`src/logic/io_board_pkg.sv`:
```
// io board shared definitions
// widths, menu key and command codes, SPI opcodes and FSM state types
package io_board_pkg;

    // ******************************
    // widths that carry a meaning
    // ******************************
    typedef logic [11:0] joy_t;         // bit 0 left, 1 right, 2 down, 3 up, 4..6 fire
    typedef logic [7:0]  byte_t;
    typedef logic [31:0] status_t;
    typedef logic [24:0] ioctl_addr_t;
    typedef logic [4:0]  menu_key_t;
    typedef logic [2:0]  menu_cmd_t;

    // ******************************
    // menu key byte encoding
    // ******************************
    localparam menu_key_t key_left   = 5'd27;
    localparam menu_key_t key_right  = 5'd23;
    localparam menu_key_t key_down   = 5'd29;
    localparam menu_key_t key_up     = 5'd30;
    localparam menu_key_t key_return = 5'd15;
    localparam menu_key_t key_none   = 5'd31;

    localparam menu_cmd_t cmd_nop = 3'd7;
    localparam menu_cmd_t cmd_osd = 3'd3;

    localparam byte_t key_byte_idle    = 8'hff;  // power-up hold-off
    localparam byte_t key_byte_no_core = 8'h3f;  // nothing downloaded yet

    // opcodes sent by the menu microcontroller as the first byte of a frame
    localparam byte_t op_status_wr = 8'h14;
    localparam byte_t op_dl_start  = 8'h54;
    localparam byte_t op_dl_data   = 8'h55;
    localparam byte_t op_dl_end    = 8'h56;

    // ******************************
    // state machines
    // ******************************
    typedef enum logic [1:0] {scan_load, scan_sample, scan_shift} scan_state_t;

    typedef enum logic [2:0] {spi_cmd, spi_status, spi_index, spi_data, spi_ignore} spi_state_t;

endpackage

```
`src/logic/joy_scanner.sv`:
```
// DB9 joystick scanner
// clocks both joysticks out of the external shift register, one step per line tick
`timescale 1ns/10ps

module joy_scanner
    import io_board_pkg::*;
(
    input  logic clk_sys,
    input  logic arst_n,
    input  logic hs,        // one-cycle line tick
    input  logic joy_data,  // active low serial data
    output logic joy_clk,
    output logic joy_load,
    output joy_t joystick1,
    output joy_t joystick2
);

    localparam int unsigned NUM_BITS = 24;

    scan_state_t state;
    logic [4:0]  bit_cnt;           // bit being read, 0 to 23
    logic [23:0] shift_q;           // collected bits, first bit ends up at position 0
    logic        publish;           // scan complete, copy to outputs next cycle

    // ******************************
    // scan sequencer
    // ******************************
    always_ff @(posedge clk_sys or negedge arst_n) begin
        if (!arst_n) begin
            state    <= scan_load;
            bit_cnt  <= '0;
            joy_clk  <= 1'b0;
            joy_load <= 1'b0;
            publish  <= 1'b0;
        end else begin
            publish <= 1'b0;
            if (hs) begin
                case (state)
                    scan_load: begin
                        joy_load <= 1'b1;   // register captures the buttons
                        joy_clk  <= 1'b0;
                        bit_cnt  <= '0;
                        state    <= scan_sample;
                    end
                    scan_sample: begin
                        joy_load <= 1'b0;
                        joy_clk  <= 1'b1;   // data sampled now, next bit after this edge
                        if (bit_cnt == 5'(NUM_BITS - 1)) begin
                            publish <= 1'b1;
                        end
                        state <= scan_shift;
                    end
                    scan_shift: begin
                        joy_clk <= 1'b0;
                        if (bit_cnt == 5'(NUM_BITS - 1)) begin
                            state <= scan_load;
                        end else begin
                            bit_cnt <= bit_cnt + 5'd1;
                            state   <= scan_sample;
                        end
                    end
                    default: state <= scan_load;
                endcase
            end
        end
    end

    // the line is active low, store pressed buttons as ones
    always_ff @(posedge clk_sys) begin
        if (hs && state == scan_sample) begin
            shift_q <= {~joy_data, shift_q[23:1]};
        end
    end

    // ******************************
    // output words
    // ******************************
    // both players change on the same cycle so no partial scan is ever visible
    always_ff @(posedge clk_sys or negedge arst_n) begin
        if (!arst_n) begin
            joystick1 <= '0;
            joystick2 <= '0;
        end else if (publish) begin
            joystick1 <= shift_q[11:0];
            joystick2 <= shift_q[23:12];
        end
    end

endmodule

```
`src/logic/host_spi_link.sv`:
```
// SPI slave towards the menu microcontroller
// takes the status word and ROM downloads, answers every byte with the key byte
`timescale 1ns/10ps

module host_spi_link
    import io_board_pkg::*;
(
    input  logic        clk_sys,
    input  logic        arst_n,
    input  logic        spi_sck,
    input  logic        spi_ss_n,
    input  logic        spi_di,
    input  byte_t       key_byte,
    output logic        spi_do,
    output status_t     status,
    output logic [6:0]  core_mod,
    output logic        ioctl_download,
    output byte_t       ioctl_index,
    output logic        ioctl_wr,
    output ioctl_addr_t ioctl_addr,
    output byte_t       ioctl_dout
);

    logic sck_meta, sck_s, sck_d;
    logic ss_meta, ss_s, ss_d;
    logic di_meta, di_s;

    logic       sck_rise, sck_fall;
    logic       frame_open;
    logic [2:0] bit_cnt;
    logic [6:0] rx_sr;
    byte_t      rx_byte;
    logic       byte_done;
    logic [6:0] tx_sr;

    spi_state_t  state;
    logic [1:0]  status_idx;
    logic [23:0] status_buf;      // first three status bytes, LSB first

    // ******************************
    // input synchronizers
    // ******************************
    always_ff @(posedge clk_sys or negedge arst_n) begin
        if (!arst_n) begin
            sck_meta <= 1'b0;
            sck_s    <= 1'b0;
            sck_d    <= 1'b0;
            ss_meta  <= 1'b1;
            ss_s     <= 1'b1;
            ss_d     <= 1'b1;
            di_meta  <= 1'b0;
            di_s     <= 1'b0;
        end else begin
            sck_meta <= spi_sck;
            sck_s    <= sck_meta;
            sck_d    <= sck_s;
            ss_meta  <= spi_ss_n;
            ss_s     <= ss_meta;
            ss_d     <= ss_s;
            di_meta  <= spi_di;
            di_s     <= di_meta;
        end
    end

    assign sck_rise   = sck_s & ~sck_d & ~ss_s;
    assign sck_fall   = ~sck_s & sck_d & ~ss_s;
    assign frame_open = ss_d & ~ss_s;

    // ******************************
    // receive side, MSB first
    // ******************************
    assign rx_byte   = {rx_sr, di_s};
    assign byte_done = sck_rise && (bit_cnt == 3'd7);

    always_ff @(posedge clk_sys or negedge arst_n) begin
        if (!arst_n) begin
            bit_cnt <= '0;
        end else if (ss_s) begin
            bit_cnt <= '0;              // every frame starts byte aligned
        end else if (sck_rise) begin
            bit_cnt <= bit_cnt + 3'd1;
        end
    end

    always_ff @(posedge clk_sys) begin
        if (sck_rise) begin
            rx_sr <= rx_byte[6:0];
        end
    end

    // ******************************
    // transmit side
    // ******************************
    // key_byte is taken when a frame opens and on the falling edge after each full byte
    always_ff @(posedge clk_sys or negedge arst_n) begin
        if (!arst_n) begin
            spi_do <= 1'b1;
            tx_sr  <= '1;
        end else if (ss_s) begin
            spi_do <= 1'b1;
        end else if (frame_open || (sck_fall && bit_cnt == 3'd0)) begin
            spi_do <= key_byte[7];
            tx_sr  <= key_byte[6:0];
        end else if (sck_fall) begin
            spi_do <= tx_sr[6];
            tx_sr  <= {tx_sr[5:0], 1'b1};
        end
    end

    // ******************************
    // command decoder
    // ******************************
    always_ff @(posedge clk_sys or negedge arst_n) begin
        if (!arst_n) begin
            state          <= spi_cmd;
            status_idx     <= '0;
            status         <= '0;
            core_mod       <= '0;
            ioctl_download <= 1'b0;
            ioctl_wr       <= 1'b0;
            ioctl_addr     <= '0;
        end else begin
            ioctl_wr <= 1'b0;
            if (ioctl_wr) begin
                ioctl_addr <= ioctl_addr + 25'd1;   // advance once the write is out
            end
            if (ss_s) begin
                state <= spi_cmd;
            end else if (byte_done) begin
                case (state)
                    spi_cmd: begin
                        status_idx <= '0;
                        case (rx_byte)
                            op_status_wr: state <= spi_status;
                            op_dl_start:  state <= spi_index;
                            op_dl_data:   state <= spi_data;
                            op_dl_end: begin
                                ioctl_download <= 1'b0;
                                state          <= spi_ignore;
                            end
                            default:      state <= spi_ignore;
                        endcase
                    end
                    spi_status: begin
                        status_idx <= status_idx + 2'd1;
                        if (status_idx == 2'd3) begin
                            status   <= {rx_byte, status_buf};
                            core_mod <= status_buf[6:0];
                            state    <= spi_ignore;
                        end
                    end
                    spi_index: begin
                        ioctl_addr     <= '0;
                        ioctl_download <= 1'b1;
                        state          <= spi_ignore;
                    end
                    spi_data: ioctl_wr <= 1'b1;
                    default: ;                          // rest of the frame is dropped
                endcase
            end
        end
    end

    // payload registers for the status bytes and the download port
    always_ff @(posedge clk_sys) begin
        if (byte_done) begin
            if (state == spi_status && status_idx != 2'd3) begin
                status_buf[8*status_idx +: 8] <= rx_byte;
            end
            if (state == spi_index) begin
                ioctl_index <= rx_byte;
            end
            if (state == spi_data) begin
                ioctl_dout <= rx_byte;
            end
        end
    end

endmodule

```
`src/logic/menu_key_encoder.sv`:
```
// menu key encoder
// turns the joysticks and download history into the byte returned on the SPI link
`timescale 1ns/10ps

module menu_key_encoder
    import io_board_pkg::*;
#(
    parameter int unsigned STRETCH_TICKS  = 4,
    parameter int unsigned HOLDOFF_CYCLES = 65535
) (
    input  logic  clk_sys,
    input  logic  arst_n,
    input  logic  hs,
    input  joy_t  joystick1,
    input  joy_t  joystick2,
    input  logic  ioctl_download,
    output byte_t key_byte
);

    localparam int unsigned STRETCH_W = $clog2(STRETCH_TICKS + 1);
    localparam int unsigned HOLDOFF_W = $clog2(HOLDOFF_CYCLES + 1);

    logic [6:0]           joy_mix;
    logic                 chord;
    menu_key_t            key_code;
    menu_cmd_t            cmd_code;
    logic [STRETCH_W-1:0] stretch_cnt;
    logic [HOLDOFF_W-1:0] holdoff_cnt;
    logic                 dl_seen;

    // either player can drive the menu
    assign joy_mix = joystick1[6:0] | joystick2[6:0];
    assign chord   = &joy_mix[6:4];     // three fire buttons together open the OSD

    always_comb begin
        if (joy_mix[0]) begin
            key_code = key_left;
        end else if (joy_mix[1]) begin
            key_code = key_right;
        end else if (joy_mix[2]) begin
            key_code = key_down;
        end else if (joy_mix[3]) begin
            key_code = key_up;
        end else if (joy_mix[4]) begin
            key_code = key_return;
        end else begin
            key_code = key_none;
        end
    end

    // ******************************
    // chord stretch on line ticks
    // ******************************
    always_ff @(posedge clk_sys or negedge arst_n) begin
        if (!arst_n) begin
            stretch_cnt <= '0;
        end else if (chord) begin
            stretch_cnt <= STRETCH_W'(STRETCH_TICKS);
        end else if (hs && stretch_cnt != '0) begin
            stretch_cnt <= stretch_cnt - 1'b1;
        end
    end

    assign cmd_code = (stretch_cnt != '0) ? cmd_osd : cmd_nop;

    // ******************************
    // key byte register
    // ******************************
    always_ff @(posedge clk_sys or negedge arst_n) begin
        if (!arst_n) begin
            holdoff_cnt <= HOLDOFF_W'(HOLDOFF_CYCLES);
            dl_seen     <= 1'b0;
            key_byte    <= key_byte_idle;
        end else begin
            if (ioctl_download) begin
                dl_seen <= 1'b1;    // sticky, a core has been loaded
            end
            if (holdoff_cnt != '0) begin
                holdoff_cnt <= holdoff_cnt - 1'b1;
                key_byte    <= key_byte_idle;
            end else if (!dl_seen) begin
                key_byte <= key_byte_no_core;
            end else begin
                key_byte <= {cmd_code, key_code};
            end
        end
    end

endmodule

```
`src/logic/io_board_top.sv`:
```
// io board top level
// joystick scanner, SPI link to the menu controller and the key encoder between them
`timescale 1ns/10ps

module io_board_top
    import io_board_pkg::*;
#(
    parameter int unsigned STRETCH_TICKS  = 4,       // hs ticks the menu chord is held
    parameter int unsigned HOLDOFF_CYCLES = 65535    // idle key bytes after reset
) (
    input  logic        clk_sys,
    input  logic        arst_n,
    input  logic        hs,
    // DB9 shift register
    input  logic        joy_data,
    output logic        joy_clk,
    output logic        joy_load,
    output joy_t        joystick1,
    output joy_t        joystick2,
    // menu microcontroller
    input  logic        spi_sck,
    input  logic        spi_ss_n,
    input  logic        spi_di,
    output logic        spi_do,
    output status_t     status,
    output logic [6:0]  core_mod,
    // ROM download port
    output logic        ioctl_download,
    output byte_t       ioctl_index,
    output logic        ioctl_wr,
    output ioctl_addr_t ioctl_addr,
    output byte_t       ioctl_dout
);

    byte_t key_byte;    // answer byte for the next SPI transfer

    joy_scanner joy_scanner_i (
        .clk_sys   (clk_sys),
        .arst_n    (arst_n),
        .hs        (hs),
        .joy_data  (joy_data),
        .joy_clk   (joy_clk),
        .joy_load  (joy_load),
        .joystick1 (joystick1),
        .joystick2 (joystick2)
    );

    host_spi_link host_spi_link_i (
        .clk_sys        (clk_sys),
        .arst_n         (arst_n),
        .spi_sck        (spi_sck),
        .spi_ss_n       (spi_ss_n),
        .spi_di         (spi_di),
        .key_byte       (key_byte),
        .spi_do         (spi_do),
        .status         (status),
        .core_mod       (core_mod),
        .ioctl_download (ioctl_download),
        .ioctl_index    (ioctl_index),
        .ioctl_wr       (ioctl_wr),
        .ioctl_addr     (ioctl_addr),
        .ioctl_dout     (ioctl_dout)
    );

    menu_key_encoder #(
        .STRETCH_TICKS  (STRETCH_TICKS),
        .HOLDOFF_CYCLES (HOLDOFF_CYCLES)
    ) menu_key_encoder_i (
        .clk_sys        (clk_sys),
        .arst_n         (arst_n),
        .hs             (hs),
        .joystick1      (joystick1),
        .joystick2      (joystick2),
        .ioctl_download (ioctl_download),
        .key_byte       (key_byte)
    );

endmodule

```
`config.mk`:
```
export PLATFORM = sky130hd
export DESIGN_NAME = io_board_top
export DESIGN_NICKNAME = d
export VERILOG_FILES = /design/src/logic/io_board_pkg.sv /design/src/logic/joy_scanner.sv /design/src/logic/host_spi_link.sv /design/src/logic/menu_key_encoder.sv /design/src/logic/io_board_top.sv
export SDC_FILE = /design/constraint.sdc
export NUM_CORES = 1
export LEC_CHECK = 0
export BUFFER_PORTS_ARGS = -buffer_cell sky130_fd_sc_hd__buf_2
export CORE_MARGIN = 1.5
export CORE_UTILIZATION = 34
export CTS_CLUSTER_SIZE = 20
export DETAILED_ROUTE_END_ITERATION = 16
export PLACE_DENSITY_LB_ADDON = 0.25
export SYNTH_ARGS = -nofsm -noshare
export SYNTH_HDL_FRONTEND = slang
export SYNTH_SLANG_ARGS = --single-unit
```
`constraint.sdc`:
```
create_clock -name clk_sys -period 2.4 [get_ports clk_sys]
set_input_delay 0.48 -clock clk_sys [delete_from_list [all_inputs] [get_ports clk_sys]]
set_output_delay 0.48 -clock clk_sys [all_outputs]
set_load 0.01 [all_outputs]
```
# Word level (Yosys, flattened, before mapping)
# Cells that the tools add are included.
# word_totals
ram_bits,0
input_bits,7
reg_bits,223
output_inout_bits,109
latchBits,0
n_memories,0
wordCells,146
romBits,0
# op_classes
n_shift,2
reduce_logical,35
mul,0
addsub,7
order_cmp,0
div,0
bitwise_logic,10
n_eq_ne,16
n_mux,42
# op_table
op,n
two-way mux 25 bit,4
negator 5 -> 34 bit,1
variable shift 8 x 34 -> 24 bit (first input constant),1
variable part select 8 x 34 -> 24 bit,1
two-way mux 5 bit,6
adder 25 x 1 -> 25 bit (second input constant),1
bitwise mux 24 bit,1
equality test 8 x 7 -> 1 bit (second input constant),3
two-way mux 3 bit,8
one-hot mux 3 bit (3 select lines),2
nonzero test 2 bit,9
two-way mux 8 bit,2
nonzero test 16 bit,1
subtractor 16 x 1 -> 16 bit (second input constant),1
two-way mux 7 bit,2
AND reduction 2 bit,6
AND reduction 3 bit,4
two-way mux 1 bit,11
one-hot mux 5 bit (2 select lines),1
equality test 8 x 5 -> 1 bit (second input constant),1
AND reduction 4 bit,2
bitwise OR 7 bit,1
equality test 3 x 2 -> 1 bit (second input constant),2
logical NOT 3 bit,2
22 further kinds,39

# Logic depth before layout (Yosys ltp)
# logic_depth
depth_word,8
mapped_depth,7
ltp_nobuf,6

# By module
# From an unflattened synthesis, not the netlist that was laid out.
# hier_totals
hier_cells,639
hier_area_um2,8793.4
# by_module_without_submodules
mod,area_per_inst_um2,cells_each,seq_area_each_um2,instances
host_spi_link,5327.6,391,3502.1,1
joy_scanner,2118.3,124,1571.5,1
menu_key_encoder,1347.5,124,704.4,1

# Worst setup path before layout
# OpenSTA, ideal clock, no wires.
# synth_timing
kind,register -> register
startpoint,register host_spi_link_i.bit_cnt[0]
endpoint,"register host_spi_link_i.status_buf[0], enable pin"
required_time_ns,2.015
t_arrival_ns,2.241
path_slack_ns,-0.226
setup_ns,0.385
n_path_buf,0
synth_period_minus_slack_ns,2.626
stages_incl_launch_ff,7
path_cell_list,dfrtp_1 ha_1 ha_1 or3b_1 nor3_4 nand2_1 nor3b_1
# synth_between
elab_chain_cells,3
# synth_rtl
element,line,text
"start, declared",host_spi_link.sv:30,logic [2:0] bit_cnt;
"start signal, assigned",host_spi_link.sv:81,bit_cnt <= bit_cnt + 3'd1;
equality test 3 bit,host_spi_link.sv:73,assign byte_done = sck_rise && (bit_cnt == 3'd7);
logical AND 1 bit,host_spi_link.sv:73,
AND reduction 2 bit (no source line),n/a,
"end signal, assigned by index",host_spi_link.sv:168,status_buf[8*status_idx +: 8] <= rx_byte;
"end, declared",host_spi_link.sv:38,logic [23:0] status_buf;
# Every way passes these cells.
# A chain may end at the register's enable or synchronous reset.

# Worst setup path in the final report
# layout_timing
startpoint,register host_spi_link_i.bit_cnt[0]
endpoint,"register host_spi_link_i.status_buf[2], enable pin"
# Same word-level chain as after synthesis.

==> key figures <==
Setup path
  – CP Data Arrival Time: 2.46 ns
  – Timing startpoint of the critical path: host_spi_link_i.bit_cnt[0]
  – Worst-path maximum fanout: 8
  – Worst r2r dst: host_spi_link_i.status_buf[2]
  – Number of cells on the worst reg-to-reg path: 7
  – Crit path cell chain: ha_1 > ha_1 > or3b_1 > nor3_4 > nand2_1 > nor3b_1 > buf_4
  – FF-to-FF setup slack: 0.15 ns
  – Startpoint type of the worst setup path: flop
  – Type of the setup path with the least slack: flop to flop
  – Slowest library cell on the worst path: or3b_1
  – Reg-to-Reg Start: host_spi_link_i.bit_cnt[0]
  – Slowest cell delay on critical path: 0.45 ns
  – Cell family contributing the most delay on the critical path: simple AND/OR/NAND/NOR gates
  – CP Data Required Time: 2.60 ns
  – CP endpoint kind: flop
  – Worst Path Buf+Inv: 1
  – Cell repeated most along the worst path: ha_1

Clocking
  – Num Clock Sinks: 215
  – TritonCTS clock tree: done
  – Clock-pin slew on the worst setup and hold paths: 0.06 ns
  – Post-cts repair resize count: 0
  – Clk Tree Root Cell: clkbuf_16
  – Number of buffers on the longest clock path: 3
  – Clock latency of the later-clocked register in the worst-skew pair: 0.50 ns
  – TritonCTS buffer count: 24
  – Clock H-tree levels: 1

Layout
  – Most common cell after layout, fill and taps aside: buf_2
  – Ratio of cells with drive above 1 in the final layout: 30.5%
  – Area growth from synthesis to layout: 21.1%
  – Leading cell types in the layout, fill and taps excluded: 114 x buf_2, 110 x dfrtp_1, 71 x edfxtp_1
  – Nets: 789
  – Antenna cells: 0

Synth
  – Unique cell type count in the Yosys netlist: 58
  – Complex-gate fraction of the synthesized area: 4.93%
  – Netlist area before placement: 8680 um^2
  – Simple-gate share of the synthesized area: 13.2%
  – Adder-cell share of the synthesized area: 1.87%
  – Largest family of logic cells by synthesized area: simple AND/OR/NAND/NOR gates
  – Synthesis-stage register bit count: 215
  – Async SR Flop Fraction: 67.0%
  – Sequential share of the synthesized area: 66.6%
  – Post-synthesis share of cell area spent on xor and xnor gates: 2.32%
  – Yosys synthesis warning count: 0
  – Number of flops mapped to enable cells by yosys: 71
  – Ys flop type: dfrtp_1
  – Post-synth net total: 651
  – Share of synthesized area spent on multiplexers: 8.71%
  – Synthesized instance count: 631
  – Average instance area after synthesis: 13.8 um^2

STA
  – Fin Hold WS: 0.0744 ns
  – Final count of negative-setup-slack endpoints: 0
  – Slew at the pin closest to its max-slew limit: 0.677 ns
  – Part of the cycle the worst path needs: 93.9%
  – PnR worst setup slack: 0.145 ns
  – Unrepaired setup endpoints after global routing: false
  – Rel. slew slack: 54.7%
  – Number of pins with negative max-slew slack in the final report: 0
  – Achievable Freq: 444 MHz
  – Tmin final: 2.25 ns
  – Final clock skew: 0.0154 ns
  – Total count of hold-check failures in the final report: 0

Pwr
  – Power density over cell area: 743 nW/um^2
  – Leakage power figure: 4.81 nW
  – Max VDD drop: 0.507 mV

Die
  – Number of rows in the core area: 58
  – Die area: 26500 um^2
  – Die outline height: 163 um
  – Number of top-level pins: 116
  – Die X-Extent: 163 um
  – Total core area: 25100 um^2
  – Starting density of the core: 34.6%

Min path
  – Terminating pin of the worst hold path: host_spi_link_i.ss_meta
  – Hold wc startpoint: spi_ss_n
  – Worst hold-check path type: primary input to flop
  – Worst Hold Depth: 1

Placement
  – Number of buffers added on ports: 115
  – Routability congestion estimate: 0.770
  – Post-detail-place hpwl: 11300 um
  – Place WS: 0.110 ns

Route
  – Via count: 5250
  – DRC violation count after routing: 0
  – Wire per inst: 15.1 um
  – Residual antenna-violating net count after detailed routing: 0
  – Detailed router's first-iteration violation count: 305
  – Vias per Instance: 4.70
  – Length of the first detailed-routing pass in iterations: 4
  – Detailed Route WL: 16800 um

Global routing
  – Initial antenna violation count: 0
  – Total global routing overflow: 0
  – Number of global-route vias before repair: 5316
  – Pin count of the biggest net entering global routing: 43
  – GRT Total Usage: 13.1%
  – Global-route wire length before repair: 28100 um

Flow run
  – Count of max-cap constraint violations: 0

Outcome
  – Outcome: complete, no violations
-- per-layer routing --
layer / vias to the layer above / routed length (um) / global-route usage [%]
li1: 2534 / - / -
met1: 2582 / 7900 / 17.3
met2: 108 / 7760 / 21.7
met3: 26 / 896 / 3.13
met4: 0 / 284 / 3.21
met5: - / 0 / 0
-- worst register-to-register path: cells and delay by family (launching register included) --
family | cells | cell delay [ns]
flip-flops | 1 | 0.38
adder cells (fa/ha/maj) | 2 | 0.33
AND/OR/NAND/NOR | 4 | 1.04
buffers and inverters | 1 | 0.20
-- how the worst max path moves through the flow --
| stage | cells after the start | end |
|---|---|---|
| after floorplan | 6 | host_spi_link_i.status_buf[0] |
| after global placement | 7 | host_spi_link_i.status_buf[5] |
| after detailed placement | 7 | host_spi_link_i.status_buf[5] |
| after CTS | 7 | host_spi_link_i.status_buf[6] |
| after global routing | 7 | host_spi_link_i.status_buf[19] |
| final | 7 | host_spi_link_i.status_buf[2] |
-- final cells by class --
class                      instances  area, um^2
clock buffer                      35         703
clock inverter                     9        66.3
tap                              330         413
multi-input combinational        373        2690
timing repair buffer             135         785
inverter                          20        75.1
sequential                       215        5780
fill                            2413       14600
-- registers in the layout, indices dropped and copies added (netlist names), 2 cells and up --
| name | cells |
|---|---|
| joy_scanner_i.joystick1 | 12 |
| host_spi_link_i.status_buf | 24 |
| joy_scanner_i.state | 2 |
| host_spi_link_i.state | 3 |
| joy_scanner_i.bit_cnt | 5 |
| host_spi_link_i.bit_cnt | 3 |
| host_spi_link_i.status_idx | 2 |
| host_spi_link_i.status | 26 |
| host_spi_link_i.core_mod | 6 |
| menu_key_encoder_i.key_byte | 7 |
| menu_key_encoder_i.holdoff_cnt | 16 |
| host_spi_link_i.ioctl_addr | 25 |
| host_spi_link_i.ioctl_dout | 8 |
| menu_key_encoder_i.stretch_cnt | 3 |
| host_spi_link_i.ioctl_index | 8 |
| host_spi_link_i.tx_sr | 7 |
| joy_scanner_i.joystick2 | 12 |
| host_spi_link_i.rx_sr | 7 |
| joy_scanner_i.shift_q | 24 |
-- kinds of logic after synthesis --
kind of cell,Yosys count
flops,215
simple gates,197
compound gates,72
mux,68
buf+inv,43
xor+xnor,23
fa+ha+maj,13
-- cell usage after synthesis, types with 8 or more instances --
library cell | instances | area share, %
nand2_1 | 34 | 1.5
dfstp_2 | 34 | 10
o21ai_0 | 24 | 1.4
nor2b_1 | 8 | 0.58
nor3b_1 | 10 | 0.86
mux2_2 | 29 | 3.8
or3_1 | 8 | 0.58
dfrtp_1 | 110 | 32
mux2i_1 | 8 | 0.92
inv_1 | 20 | 0.86
nor2_1 | 38 | 1.6
xor2_1 | 15 | 1.5
nand3_1 | 13 | 0.75
edfxtp_1 | 71 | 25
clkbuf_1 | 11 | 0.48
and2_1 | 26 | 1.9
nand2b_1 | 8 | 0.58
o31ai_1 | 8 | 0.69
nand4_1 | 9 | 0.65
xnor2_1 | 8 | 0.81
ha_1 | 13 | 1.9
a21oi_1 | 24 | 1.4
mux2_1 | 31 | 4.0
-- where the power goes --
part / switching, mW / internal, mW / leakage, nW
clock network: 1.39 / 2.13 / 0.382
registers: 0.0697 / 3.92 / 2.47
logic: 0.189 / 0.117 / 1.96
total: 1.64 / 6.16 / 4.81
-- metrics by stage --
step | setup TNS [ns] | util, % | instances | area (um^2) | total power [mW]
floorplan | -5.30 | - | 631 | 8680 | 4.22
global placement | 0 | 38.7 | 1071 | 9730 | 4.37
detailed placement | 0 | 38.7 | 1071 | 9730 | 4.37
CTS | 0 | 41.8 | 1116 | 10500 | 7.96
global route | 0 | 41.9 | 1117 | 10500 | 8.16
finish | 0 | 41.9 | 1117 | 10500 | 7.81
-- what timing repair did --
action	4_1_cts	5_1_grt
buffers inserted	0	1
hold buffers	1	0
hold endpoints to repair	36	0
endpoints found under the setup margin	0	12
(Power assumes the default switching activity.)
